`src/common/soc_pkg.sv`:
```
`default_nettype none

package soc_pkg;

    // Data widths
    typedef logic [63:0] xlen_t;
    typedef logic [31:0] instr_t;
    typedef logic [7:0]  byte_t;
    typedef logic [9:0]  mem_idx_t;

    // On-chip memory depth, 3 KB of 32-bit words
    localparam int MEM_WORDS = 768;

    // Address map
    // Interrupt handler lives at the bottom of the read-only region
    localparam xlen_t ROM_BASE = 64'h0000;
    localparam xlen_t ROM_SIZE = 64'h0400;
    // Reset PC and writable region
    localparam xlen_t RAM_BASE = 64'h0400;
    localparam xlen_t RAM_SIZE = 64'h0800;
    // Memory-mapped peripherals
    localparam xlen_t KEY_ADDR = 64'h2000;
    localparam xlen_t CON_ADDR = 64'h2008;

    // Major opcodes
    localparam logic [6:0] OP_LUI    = 7'b0110111;
    localparam logic [6:0] OP_OPIMM  = 7'b0010011;
    localparam logic [6:0] OP_JAL    = 7'b1101111;
    localparam logic [6:0] OP_LOAD   = 7'b0000011;
    localparam logic [6:0] OP_STORE  = 7'b0100011;
    localparam logic [6:0] OP_SYSTEM = 7'b1110011;

    // Full MRET encoding
    localparam instr_t MRET_WORD = 32'h3020_0073;

    // Execute phase of the core
    typedef enum logic [1:0] {exec, bubble, apb_setup, apb_access} core_state_t;

    // PS/2 frame deframer
    typedef enum logic [1:0] {idle, shift, stop} ps2_state_t;

endpackage

`default_nettype wire

```
`src/verilog/key_irq.sv`:
```
`default_nettype none

module key_irq (
    input  wire             clk,
    input  wire             rst_n,
    input  soc_pkg::byte_t  code,
    input  wire             code_valid,
    input  wire             irq_ack,
    output soc_pkg::byte_t  key_code,
    output logic            irq
);

    logic new_key;
    // Zero is never a real make code
    assign new_key = code_valid && (code != 8'h00);

    always_ff @(posedge clk or negedge rst_n) begin
        if (!rst_n) begin
            key_code <= 8'h00;
            irq      <= 1'b0;
        end else begin
            // A newer key replaces an unserviced one
            if (new_key) begin
                key_code <= code;
                irq      <= 1'b1;
            end else if (irq_ack) begin
                irq <= 1'b0;
            end
        end
    end

endmodule

`default_nettype wire

```
`config.mk`:
```
export PLATFORM = sky130hd
export DESIGN_NAME = key_irq
export DESIGN_NICKNAME = d
export VERILOG_FILES = /design/src/common/soc_pkg.sv /design/src/verilog/key_irq.sv
export SDC_FILE = /design/constraint.sdc
export NUM_CORES = 1
export LEC_CHECK = 0
export ABC_AREA = 1
export BUFFER_PORTS_ARGS = -buffer_cell sky130_fd_sc_hd__buf_2
export CORE_AREA = 2 2 39 41
export CTS_BUF_LIST = sky130_fd_sc_hd__clkbuf_4 sky130_fd_sc_hd__clkbuf_8
export CTS_CLUSTER_SIZE = 20
export DETAILED_ROUTE_END_ITERATION = 7
export DIE_AREA = 0 0 41 43
export GPL_TIMING_DRIVEN = 0
export PLACE_DENSITY = 0.56
export SYNTH_ARGS = -nofsm -noshare
export SYNTH_HDL_FRONTEND = slang
export SYNTH_SLANG_ARGS = --single-unit
```
`constraint.sdc`:
```
create_clock -name clk -period 0.8 [get_ports clk]
set_input_delay 0.12 -clock clk [delete_from_list [all_inputs] [get_ports clk]]
set_output_delay 0.12 -clock clk [all_outputs]
set_load 0.02 [all_outputs]
```
==> impl_metrics.prom, run 1 <==
# TYPE chip_impl_metric gauge
chip_impl_info{name="final_cell_mix",value="21 x sky130_fd_sc_hd__nand2_1, 11 x sky130_fd_sc_hd__buf_2, 10 x sky130_fd_sc_hd__buf_4"} 1
chip_impl_metric{name="final.hold.worst_slack",unit="ps"} 23.2
chip_impl_metric{name="num_io_pins",unit=""} 21
chip_impl_info{name="critPathLaunchType",value="register"} 1
chip_impl_metric{name="syn_inst",unit=""} 50
chip_impl_info{name="run_status",value="finished with violations"} 1
chip_impl_metric{name="tritoncts.num_buffers",unit=""} 3
chip_impl_info{name="grt_setup_unrepaired",value="yes"} 1
chip_impl_metric{name="clock_skew",unit="ps"} 0
chip_impl_metric{name="antenna_cells",unit=""} 0
chip_impl_info{name="worstHoldStart",value="irq_ack"} 1
chip_impl_metric{name="final.period_utilization",unit="%"} 115
chip_impl_metric{name="die_height",unit="µm"} 43
chip_impl_metric{name="vias_per_cell",unit=""} 4.30
chip_impl_metric{name="initial_utilization",unit="%"} 29.5
chip_impl_metric{name="yosys_warnings",unit=""} 0
chip_impl_metric{name="placement.cell_area",unit="µm²"} 523
chip_impl_metric{name="power.ir.vdd_worst",unit="mV"} 0.876
chip_impl_info{name="cpMaxStageDelayCell",value="sky130_fd_sc_hd__dfrtp_1"} 1
chip_impl_metric{name="first_global_vias",unit=""} 400
chip_impl_metric{name="drive_above_1_share",unit="%"} 42.9
chip_impl_metric{name="worstPathRequired",unit="ps"} 680
chip_impl_metric{name="library_cells_used_by_synthesis",unit=""} 10
chip_impl_metric{name="final_core_util",unit="%"} 50.2
chip_impl_info{name="worst_hold_path_type",value="in -> reg"} 1
chip_impl_metric{name="cap_viol_max_count",unit=""} 0
chip_impl_metric{name="instances_no_fill",unit=""} 100
chip_impl_metric{name="numPlacedInstances",unit=""} 85
chip_impl_metric{name="remaining_number_of_nets_flagged_by_the_antenna_check_after_routing",unit=""} 0
chip_impl_metric{name="critPathArrivalTime",unit="ps"} 800
chip_impl_metric{name="drt_first_iter_violations",unit=""} 8
chip_impl_info{name="crit_family",value="flip-flops"} 1
chip_impl_metric{name="power.static_leakage",unit="nW"} 0.386
chip_impl_metric{name="syn2layout_area_growth",unit="%"} 70.2
chip_impl_metric{name="path_max_fanout",unit=""} 2
chip_impl_metric{name="route.vias.total",unit=""} 430
chip_impl_metric{name="htree_num_levels",unit=""} 1
chip_impl_metric{name="antenna_violations_before_repair",unit=""} 0
chip_impl_info{name="setup_cp_type",value="reg -> out"} 1
chip_impl_metric{name="final-hold-violation-count",unit=""} 0
chip_impl_metric{name="detail_route.wl_per_cell",unit="µm"} 10.4
chip_impl_metric{name="ff2ff_setup_slack",unit="ps"} -50
chip_impl_metric{name="drt-pass1-iter-count",unit=""} 2
chip_impl_info{name="violations",value="setup timing"} 1
chip_impl_metric{name="mappedNetlistNets",unit=""} 62
chip_impl_metric{name="all_layer_global_routing_usage",unit="%"} 14.0
chip_impl_metric{name="gp_congestion",unit=""} 0.719
chip_impl_info{name="startpoint",value="key_code[4]"} 1
chip_impl_info{name="cts_tree",value="built"} 1
chip_impl_info{name="crit_path_end_kind",value="output port"} 1
chip_impl_metric{name="global_route_wire_length_before_repair",unit="µm"} 1620
chip_impl_info{name="worst_r2r_startpoint",value="key_code[4]"} 1
chip_impl_metric{name="nNetsFinal",unit=""} 97
chip_impl_metric{name="largest_net_degree_at_the_start_of_global_routing",unit=""} 10
chip_impl_metric{name="io_buffer_count",unit=""} 19
chip_impl_metric{name="crit_buf_inv",unit=""} 1
chip_impl_metric{name="setup_tns",unit="ps"} -1090
chip_impl_metric{name="slowest_delay",unit="ps"} 400
chip_impl_info{name="final_common_cell",value="sky130_fd_sc_hd__nand2_1"} 1
chip_impl_metric{name="die_width",unit="µm"} 41
chip_impl_metric{name="pwr_density_cell",unit="nW/µm²"} 1790
chip_impl_metric{name="cts_num_sinks",unit=""} 9
chip_impl_metric{name="die_ar",unit="µm²"} 1760
chip_impl_metric{name="max_slew_headroom",unit="%"} 82.8
chip_impl_metric{name="drc",unit=""} 0
chip_impl_metric{name="grt_overflow",unit=""} 0
chip_impl_metric{name="setup_violations",unit=""} 11
chip_impl_metric{name="syn_area",unit="µm²"} 408
chip_impl_metric{name="floorplan.core_area",unit="µm²"} 1380
chip_impl_metric{name="routed_wl",unit="µm"} 1040
chip_impl_metric{name="max-clock-path-buffers",unit=""} 2
chip_impl_metric{name="worstMarginPinSlew",unit="ps"} 258
chip_impl_metric{name="post_synth.cell_area_avg",unit="µm²"} 8.16
chip_impl_metric{name="clk_latency",unit="ps"} 260
chip_impl_metric{name="design_area",unit="µm²"} 694
chip_impl_info{name="clock_root_buffer_master",value="sky130_fd_sc_hd__clkbuf_4"} 1
chip_impl_metric{name="worst_setup_hold_path_clk_slew",unit="ps"} 60
chip_impl_info{name="path_cells",value="buf_6"} 1
chip_impl_metric{name="post-route-worst-setup-slack",unit="ps"} -121
chip_impl_metric{name="final.min_clock_period",unit="ps"} 921
chip_impl_metric{name="fmaxAchievable",unit="MHz"} 1090
chip_impl_metric{name="drv_slew",unit=""} 0
chip_impl_metric{name="ys_seq_elements",unit=""} 9
chip_impl_metric{name="rows",unit=""} 14
chip_impl_metric{name="seq_area_frac_synth",unit="%"} 55.2
## worst paths after layout
path	endpoint	depth (start not counted)
setup / recovery	key_code[4]	1
hold / removal	irq	2
setup reg to reg	key_code[4]	4
hold reg to reg	key_code[0]	2
max in group asynchronous	key_code[0]	2
min in group asynchronous	key_code[7]	2
## power by group
group	internal [mW]	total (mW)	switching (mW)
Combinational	0.176	0.323	0.147
Sequential	0.495	0.524	0.0284
Clock	0.227	0.395	0.168
## registers in the layout (all words and copies together), names as in the netlist
register  flops
irq           1
key_code      8
## cells in the mapped netlist
| library cell | instances | area share, % |
|---|---|---|
| sky130_fd_sc_hd__and2_1 | 1 | 1.5 |
| sky130_fd_sc_hd__buf_2 | 1 | 1.2 |
| sky130_fd_sc_hd__dfrtp_1 | 9 | 55 |
| sky130_fd_sc_hd__inv_1 | 4 | 3.7 |
| sky130_fd_sc_hd__nand2_1 | 21 | 19 |
| sky130_fd_sc_hd__nand3_1 | 7 | 8.6 |
| sky130_fd_sc_hd__nor2_1 | 4 | 3.7 |
| sky130_fd_sc_hd__nor2_2 | 1 | 1.5 |
| sky130_fd_sc_hd__o21ai_1 | 1 | 1.2 |
| sky130_fd_sc_hd__o21ai_4 | 1 | 4.0 |
## worst register-to-register path: stages (launching register included)
cell	delay (ps)
sky130_fd_sc_hd__dfrtp_1	400
sky130_fd_sc_hd__buf_4	140
sky130_fd_sc_hd__buf_4	120
sky130_fd_sc_hd__nand2_1	50
sky130_fd_sc_hd__nand2_1	40
## final cells by class
type                            instances  area [µm²]
Buffer                                  1        5.00
Timing Repair Buffer                   30         236
Sequential cell                         9         225
Fill cell                             132         689
Inverter                                4        15.0
Tap cell                               16        20.0
Clock buffer                            4        30.0
Multi-Input combinational cell         36         163
## metal layers
metal	vias up	track usage [%]	routed length [µm]
li1	224	-	-
met3	2	5.76	77
met1	187	16.8	460
met2	17	20.0	488
met5	-	0	0
met4	0	8.00	14
## logic make-up (layout without fill, tap and decap cells)
group / count (synthesis) / after routing / share of synthesized area [%]
flip-flops: 9 / 9 / 55.2
AND/OR/NAND/NOR: 34 / 34 / 34.7
AO/OA/AOI/OAI: 2 / 2 / 5.21
buffers and inverters: 5 / 39 / 4.91
## stage by stage
step                      setup WS (ps)  power, mW
after floorplan                    64.9      0.639
after global placement             -173      0.727
after detailed placement           -182      0.731
after CTS                          -122       1.21
after global routing               -145       1.31
final                              -121       1.24
## what timing repair did
action | CTS | global route
pin swaps | 0 | 0
hold buffers | 1 | 0
resized for setup | 18 | 0
endpoints found under the setup margin | 9 | 9
buffers inserted | 4 | 6
gates cloned | 0 | 0
hold endpoints to repair | 9 | 0
(Power assumes the default switching activity.)
==> run 2: changes to the inputs <==
Settings changed: GPL_ROUTABILITY_DRIVEN set to 0, REMOVE_ABC_BUFFERS set to 1.
==> run 2 against run 1 <==
The flow still finishes with violations (setup timing); count of clock-buffer cells in the layout stayed put; routed wire length is 7.9% lower; combinational power is 2% lower; critical path type unchanged; critical endpoint is now key_code[5].
==> impl_metrics.prom, run 2 (synthesis results as in run 1) <==
# TYPE chip_impl_metric gauge
chip_impl_metric{name="cts_num_sinks",unit=""} 9
chip_impl_metric{name="ff2ff_setup_slack",unit="ps"} -50
chip_impl_metric{name="all_layer_global_routing_usage",unit="%"} 12.5
chip_impl_metric{name="drv_slew",unit=""} 0
chip_impl_metric{name="syn2layout_area_growth",unit="%"} 69.0
chip_impl_metric{name="antenna_violations_before_repair",unit=""} 0
chip_impl_metric{name="max-clock-path-buffers",unit=""} 2
chip_impl_info{name="regMostFlops",value="key_code"} 1
chip_impl_metric{name="first_global_vias",unit=""} 364
chip_impl_info{name="crit_path_end_kind",value="output port"} 1
chip_impl_metric{name="rows",unit=""} 14
chip_impl_metric{name="drt-pass1-iter-count",unit=""} 4
chip_impl_metric{name="final.period_utilization",unit="%"} 113
chip_impl_metric{name="nNetsFinal",unit=""} 96
chip_impl_info{name="violations",value="setup timing"} 1
chip_impl_metric{name="drive_above_1_share",unit="%"} 43.4
chip_impl_metric{name="clock_skew",unit="ps"} 0
chip_impl_metric{name="initial_utilization",unit="%"} 29.5
chip_impl_metric{name="multi_input_comb_area",unit="µm²"} 165
chip_impl_metric{name="critPathArrivalTime",unit="ps"} 780
chip_impl_info{name="crit_family",value="flip-flops"} 1
chip_impl_metric{name="vias_per_cell",unit=""} 4.17
chip_impl_metric{name="final-hold-violation-count",unit=""} 0
chip_impl_metric{name="power.static_leakage",unit="nW"} 0.382
chip_impl_info{name="largestRegisters",value="key_code (8), irq (1)"} 1
chip_impl_metric{name="path_max_fanout",unit=""} 2
chip_impl_info{name="worst_hold_path_type",value="in -> reg"} 1
chip_impl_metric{name="worstMarginPinSlew",unit="ps"} 275
chip_impl_metric{name="die_height",unit="µm"} 43
chip_impl_metric{name="largest_net_degree_at_the_start_of_global_routing",unit=""} 10
chip_impl_info{name="setup_cp_type",value="reg -> out"} 1
chip_impl_metric{name="global_route_wire_length_before_repair",unit="µm"} 1400
chip_impl_metric{name="holdPathStages",unit=""} 2
chip_impl_metric{name="final.min_clock_period",unit="ps"} 901
chip_impl_metric{name="worstPathRequired",unit="ps"} 680
chip_impl_info{name="capture_point_of_the_worst_reg_to_reg_path",value="key_code[2]"} 1
chip_impl_info{name="final_common_cell",value="sky130_fd_sc_hd__nand2_1"} 1
chip_impl_info{name="cpMaxStageDelayCell",value="sky130_fd_sc_hd__dfrtp_1"} 1
chip_impl_metric{name="place.detailed.hpwl",unit="µm"} 641
chip_impl_info{name="grt_setup_unrepaired",value="yes"} 1
chip_impl_metric{name="floorplan.core_area",unit="µm²"} 1380
chip_impl_metric{name="crit_buf_inv",unit=""} 1
chip_impl_info{name="run_status",value="finished with violations"} 1
chip_impl_metric{name="worst_setup_hold_path_clk_slew",unit="ps"} 60
chip_impl_metric{name="final.hold.worst_slack",unit="ps"} 44.8
chip_impl_metric{name="placement.cell_area",unit="µm²"} 523
chip_impl_metric{name="die_ar",unit="µm²"} 1760
chip_impl_info{name="critPathLaunchType",value="register"} 1
chip_impl_metric{name="detail_route.wl_per_cell",unit="µm"} 9.68
chip_impl_metric{name="route.vias.total",unit=""} 413
chip_impl_info{name="clock_root_buffer_master",value="sky130_fd_sc_hd__clkbuf_4"} 1
chip_impl_metric{name="flip_flop_count_of_the_largest_register_all_copies_and_words_added",unit=""} 8
chip_impl_metric{name="slowest_delay",unit="ps"} 390
chip_impl_metric{name="antenna_cells",unit=""} 0
chip_impl_metric{name="design_power_total",unit="mW"} 1.21
chip_impl_info{name="cts_tree",value="built"} 1
chip_impl_metric{name="num_io_pins",unit=""} 21
chip_impl_metric{name="io_buffer_count",unit=""} 20
chip_impl_info{name="path_cells",value="buf_6"} 1
chip_impl_metric{name="cap_viol_max_count",unit=""} 0
chip_impl_metric{name="setup_violations",unit=""} 12
chip_impl_metric{name="remaining_number_of_nets_flagged_by_the_antenna_check_after_routing",unit=""} 0
chip_impl_metric{name="die_width",unit="µm"} 41
chip_impl_info{name="worstHoldStart",value="irq_ack"} 1
chip_impl_metric{name="power.ir.vdd_worst",unit="mV"} 0.873
chip_impl_info{name="final_cell_mix",value="20 x sky130_fd_sc_hd__nand2_1, 11 x sky130_fd_sc_hd__buf_2, 9 x sky130_fd_sc_hd__dfrtp_1, 9 x sky130_fd_sc_hd__buf_6, 9 x sky130_fd_sc_hd__buf_4"} 1
chip_impl_metric{name="tritoncts.num_buffers",unit=""} 3
chip_impl_metric{name="post-route-worst-setup-slack",unit="ps"} -101
chip_impl_info{name="worst_r2r_startpoint",value="key_code[2]"} 1
chip_impl_metric{name="fmaxAchievable",unit="MHz"} 1110
chip_impl_metric{name="pwr_density_cell",unit="nW/µm²"} 1760
chip_impl_metric{name="design_area",unit="µm²"} 689
chip_impl_metric{name="setup_tns",unit="ps"} -981
chip_impl_metric{name="fill_cells",unit=""} 148
chip_impl_metric{name="max_slew_headroom",unit="%"} 81.6
chip_impl_metric{name="htree_num_levels",unit=""} 1
chip_impl_metric{name="clk_latency",unit="ps"} 250
chip_impl_metric{name="grt_overflow",unit=""} 0
chip_impl_metric{name="layout.area.seq",unit="µm²"} 225
chip_impl_metric{name="routed_wl",unit="µm"} 958
chip_impl_metric{name="worstRegToRegCells",unit=""} 4
chip_impl_metric{name="drc",unit=""} 0
chip_impl_info{name="min_to",value="irq"} 1
chip_impl_metric{name="drt_first_iter_violations",unit=""} 3
run 2: stage by stage:
step	util (%)	worst slack (ps)	cells
2_1_floorplan	-	64.9	49
3_3_place_gp	37.8	-170	85
3_5_place_dp	37.8	-175	85
4_1_cts	46.4	-117	93
5_1_grt	49.8	-141	99
6_report	49.8	-101	99
run 2: metal layers:
layer	wire length, µm	share of wire [%]	up-vias	global-route usage (%)
met2	455	47	13	16.9
met3	62	6.5	2	4.71
met4	12	1.3	0	12.0
li1	-	-	221	-
met5	0	0	-	0
met1	428	45	177	14.1
run 2: how the worst max path moves through the flow:
| stage | end | slack, ps | depth (start not counted) | startpoint |
|---|---|---|---|---|
| global placement | irq | -170 | 5 | code[5] |
| floorplan | irq | 60 | 4 | code[5] |
| finish | key_code[5] | -100 | 1 | key_code[5] |
| global route | key_code[2] | -140 | 1 | key_code[2] |
| CTS | key_code[1] | -120 | 1 | key_code[1] |
| detailed placement | irq | -170 | 5 | code[5] |
run 2: timing repair:
| item | in CTS | in global routing |
|---|---|---|
| setup buffers | 3 | 6 |
| endpoints found under the hold margin | 9 | 0 |
| resized for setup | 18 | 1 |
| gates cloned | 0 | 0 |
| setup endpoints to repair | 9 | 9 |
| hold buffers | 1 | 0 |
run 2: cell type report:
cell class | instances | share of cell area (%)
Timing Repair Buffer | 30 | 33.9
Sequential cell | 9 | 32.7
Multi-Input combinational cell | 36 | 24.0
Clock buffer | 4 | 4.36
Tap cell | 16 | 2.90
Inverter | 4 | 2.18
run 2: power by group:
| part | internal (mW) | switching, mW | total (mW) |
|---|---|---|---|
| Sequential | 0.496 | 0.0278 | 0.524 |
| Combinational | 0.171 | 0.144 | 0.316 |
| Clock | 0.225 | 0.146 | 0.371 |
| Total | 0.892 | 0.318 | 1.21 |
==> run 3: changes to the inputs <==
Clock period 0.8 ns to 0.9 ns, I/O delays scaled along.
==> run 3 against run 2 <==
The run still ends with setup timing left; combinational power down 12%; count of clock-buffer cells in the layout is the same; via count is 1.2% higher; clock skew unchanged; core utilization is 0.18 points lower; first-iteration DRC count unchanged; flip-flop and latch count stayed put; sequential share of layout area rose by 0.12 points; clock power fell by 11%; largest cell class unchanged; largest power group unchanged; highest routed layer unchanged.
==> impl_metrics.prom, run 3 (synthesis results as in run 1) <==
# TYPE chip_impl_metric gauge
chip_impl_metric{name="design_power_total",unit="mW"} 1.07
chip_impl_info{name="final_common_cell",value="sky130_fd_sc_hd__nand2_1"} 1
chip_impl_metric{name="fmaxAchievable",unit="MHz"} 1090
chip_impl_metric{name="comb_power_share",unit="%"} 26.0
chip_impl_info{name="final_cell_mix",value="21 x sky130_fd_sc_hd__nand2_1, 11 x sky130_fd_sc_hd__buf_2, 9 x sky130_fd_sc_hd__dfrtp_1, 9 x sky130_fd_sc_hd__buf_6, 9 x sky130_fd_sc_hd__buf_4"} 1
chip_impl_metric{name="design_area",unit="µm²"} 687
chip_impl_metric{name="drive_above_1_share",unit="%"} 42.2
chip_impl_metric{name="clock_skew",unit="ps"} 0
chip_impl_metric{name="route.vias.total",unit=""} 418
chip_impl_metric{name="worstRegToRegCells",unit=""} 4
chip_impl_info{name="setup_cp_type",value="reg -> out"} 1
chip_impl_info{name="worst_r2r_startpoint",value="key_code[2]"} 1
chip_impl_metric{name="power.static_leakage",unit="nW"} 0.381
chip_impl_info{name="capture_point_of_the_worst_reg_to_reg_path",value="key_code[2]"} 1
chip_impl_metric{name="global_route_wire_length_before_repair",unit="µm"} 1400
chip_impl_metric{name="rows",unit=""} 14
chip_impl_info{name="critPathLaunchType",value="register"} 1
chip_impl_metric{name="tritoncts.num_buffers",unit=""} 3
chip_impl_info{name="cts_tree",value="built"} 1
chip_impl_metric{name="crit_buf_inv",unit=""} 1
chip_impl_metric{name="worst_setup_hold_path_clk_slew",unit="ps"} 60
chip_impl_metric{name="largest_net_degree_at_the_start_of_global_routing",unit=""} 10
chip_impl_metric{name="ff2ff_setup_slack",unit="ps"} 50
chip_impl_info{name="crit_path_end_kind",value="output port"} 1
chip_impl_metric{name="holdPathStages",unit=""} 2
chip_impl_metric{name="p_int",unit="µW"} 792
chip_impl_info{name="grt_setup_unrepaired",value="yes"} 1
chip_impl_metric{name="max-clock-path-buffers",unit=""} 2
chip_impl_info{name="cpMaxStageDelayCell",value="sky130_fd_sc_hd__dfrtp_1"} 1
chip_impl_metric{name="grt_overflow",unit=""} 0
chip_impl_metric{name="power.share.clock",unit="%"} 30.7
chip_impl_metric{name="netSwitchingPower",unit="µW"} 282
chip_impl_metric{name="die_height",unit="µm"} 43
chip_impl_metric{name="placement.cell_area",unit="µm²"} 523
chip_impl_metric{name="first_global_vias",unit=""} 364
chip_impl_metric{name="detail_route.wl_per_cell",unit="µm"} 9.73
chip_impl_metric{name="slowest_delay",unit="ps"} 390
chip_impl_metric{name="die_ar",unit="µm²"} 1760
chip_impl_metric{name="drc",unit=""} 0
chip_impl_metric{name="pwr_density_cell",unit="nW/µm²"} 1560
chip_impl_metric{name="remaining_number_of_nets_flagged_by_the_antenna_check_after_routing",unit=""} 0
chip_impl_metric{name="antenna_violations_before_repair",unit=""} 0
chip_impl_metric{name="floorplan.core_area",unit="µm²"} 1380
chip_impl_metric{name="routed_wl",unit="µm"} 963
chip_impl_info{name="clock_root_buffer_master",value="sky130_fd_sc_hd__clkbuf_4"} 1
chip_impl_metric{name="cts_num_sinks",unit=""} 9
chip_impl_metric{name="htree_num_levels",unit=""} 1
chip_impl_info{name="crit_family",value="flip-flops"} 1
chip_impl_metric{name="syn2layout_area_growth",unit="%"} 68.4
chip_impl_metric{name="post-route-worst-setup-slack",unit="ps"} -15.4
chip_impl_info{name="min_to",value="irq"} 1
chip_impl_metric{name="drt-pass1-iter-count",unit=""} 4
chip_impl_metric{name="num_io_pins",unit=""} 21
chip_impl_metric{name="flip_flop_count_of_the_largest_register_all_copies_and_words_added",unit=""} 8
chip_impl_metric{name="place.detailed.hpwl",unit="µm"} 641
chip_impl_metric{name="clk_latency",unit="ps"} 250
chip_impl_metric{name="setup_violations",unit=""} 9
chip_impl_metric{name="final.period_utilization",unit="%"} 102
chip_impl_info{name="regMostFlops",value="key_code"} 1
chip_impl_info{name="run_status",value="finished with violations"} 1
chip_impl_metric{name="p_seq_share",unit="%"} 43.3
chip_impl_metric{name="power.ir.vdd_worst",unit="mV"} 0.776
chip_impl_metric{name="die_width",unit="µm"} 41
chip_impl_metric{name="switching_share",unit="%"} 26.2
chip_impl_metric{name="drv_slew",unit=""} 0
chip_impl_info{name="worstHoldStart",value="irq_ack"} 1
chip_impl_metric{name="drt_first_iter_violations",unit=""} 3
chip_impl_metric{name="max_slew_headroom",unit="%"} 81.7
chip_impl_metric{name="worstMarginPinSlew",unit="ps"} 273
chip_impl_metric{name="nNetsFinal",unit=""} 96
chip_impl_metric{name="path_max_fanout",unit=""} 2
chip_impl_metric{name="worstPathRequired",unit="ps"} 760
chip_impl_metric{name="final.min_clock_period",unit="ps"} 915
chip_impl_metric{name="io_buffer_count",unit=""} 20
chip_impl_metric{name="all_layer_global_routing_usage",unit="%"} 12.5
chip_impl_metric{name="antenna_cells",unit=""} 0
chip_impl_metric{name="initial_utilization",unit="%"} 29.5
chip_impl_info{name="largestRegisters",value="key_code (8), irq (1)"} 1
chip_impl_info{name="path_cells",value="buf_6"} 1
chip_impl_metric{name="critPathArrivalTime",unit="ps"} 780
chip_impl_info{name="worst_hold_path_type",value="in -> reg"} 1
chip_impl_metric{name="vias_per_cell",unit=""} 4.22
chip_impl_metric{name="final-hold-violation-count",unit=""} 0
chip_impl_info{name="violations",value="setup timing"} 1
chip_impl_metric{name="cap_viol_max_count",unit=""} 0
[run 3: cell count changes in the layout (fill, tap and decap cells not counted)]
cell / before / now
sky130_fd_sc_hd__nand2_1: 20 / 21
sky130_fd_sc_hd__nand2_2: 1 / 0
[run 3: worst max-delay path by stage]
stage	startpoint	to	slack, ps	cells after the start
6_report	key_code[5]	key_code[5]	-20	1
5_1_grt	key_code[2]	key_code[2]	-60	1
4_1_cts	key_code[1]	key_code[1]	-30	1
3_5_place_dp	code[5]	irq	-90	5
3_3_place_gp	code[5]	irq	-90	5
2_1_floorplan	code[5]	irq	150	4
[run 3: timing repair]
| item | CTS | global route |
|---|---|---|
| buffers inserted | 3 | 6 |
| resized for setup | 18 | 0 |
| hold endpoints to repair | 9 | 0 |
| hold buffers | 1 | 0 |
| endpoints found under the setup margin | 9 | 9 |
[run 3: metal layers]
layer	GRT usage, %	vias up	part of all wire [%]
met5	0	-	0
met4	12.0	0	1.2
met3	4.71	2	6.6
met2	16.9	15	47
met1	14.1	180	45
li1	-	221	-
[run 3: power by group through the flow]
stage                     Sequential [mW]  Combinational, mW  Clock [mW]
final                               0.465              0.279       0.330
after CTS                           0.464              0.248       0.352
after floorplan                     0.510             0.0514           0
after global routing                0.468              0.305       0.381
after detailed placement            0.463              0.185           0
after global placement              0.463              0.184           0
[run 3: through the flow]
stage / utilization, % / setup TNS [ps] / cells / setup slack (ps) / hold slack [ps]
after global placement: 37.8 / -524 / 85 / -85.3 / -4.41
after CTS: 46.4 / -200 / 93 / -31.9 / 45.2
after floorplan: - / 0 / 49 / 150 / -161
after detailed placement: 37.8 / -532 / 85 / -89.9 / -2.99
final: 49.6 / -85.3 / 99 / -15.4 / 60.3
after global routing: 49.6 / -431 / 99 / -55.7 / 47.8
[run 3: final cells by class]
type / instances / area, µm²
tap: 16 / 20.0
timing repair buffer: 30 / 234
fill: 149 / 697
sequential: 9 / 225
multi-input combinational: 36 / 163
clock buffer: 4 / 30.0
inverter: 4 / 15.0
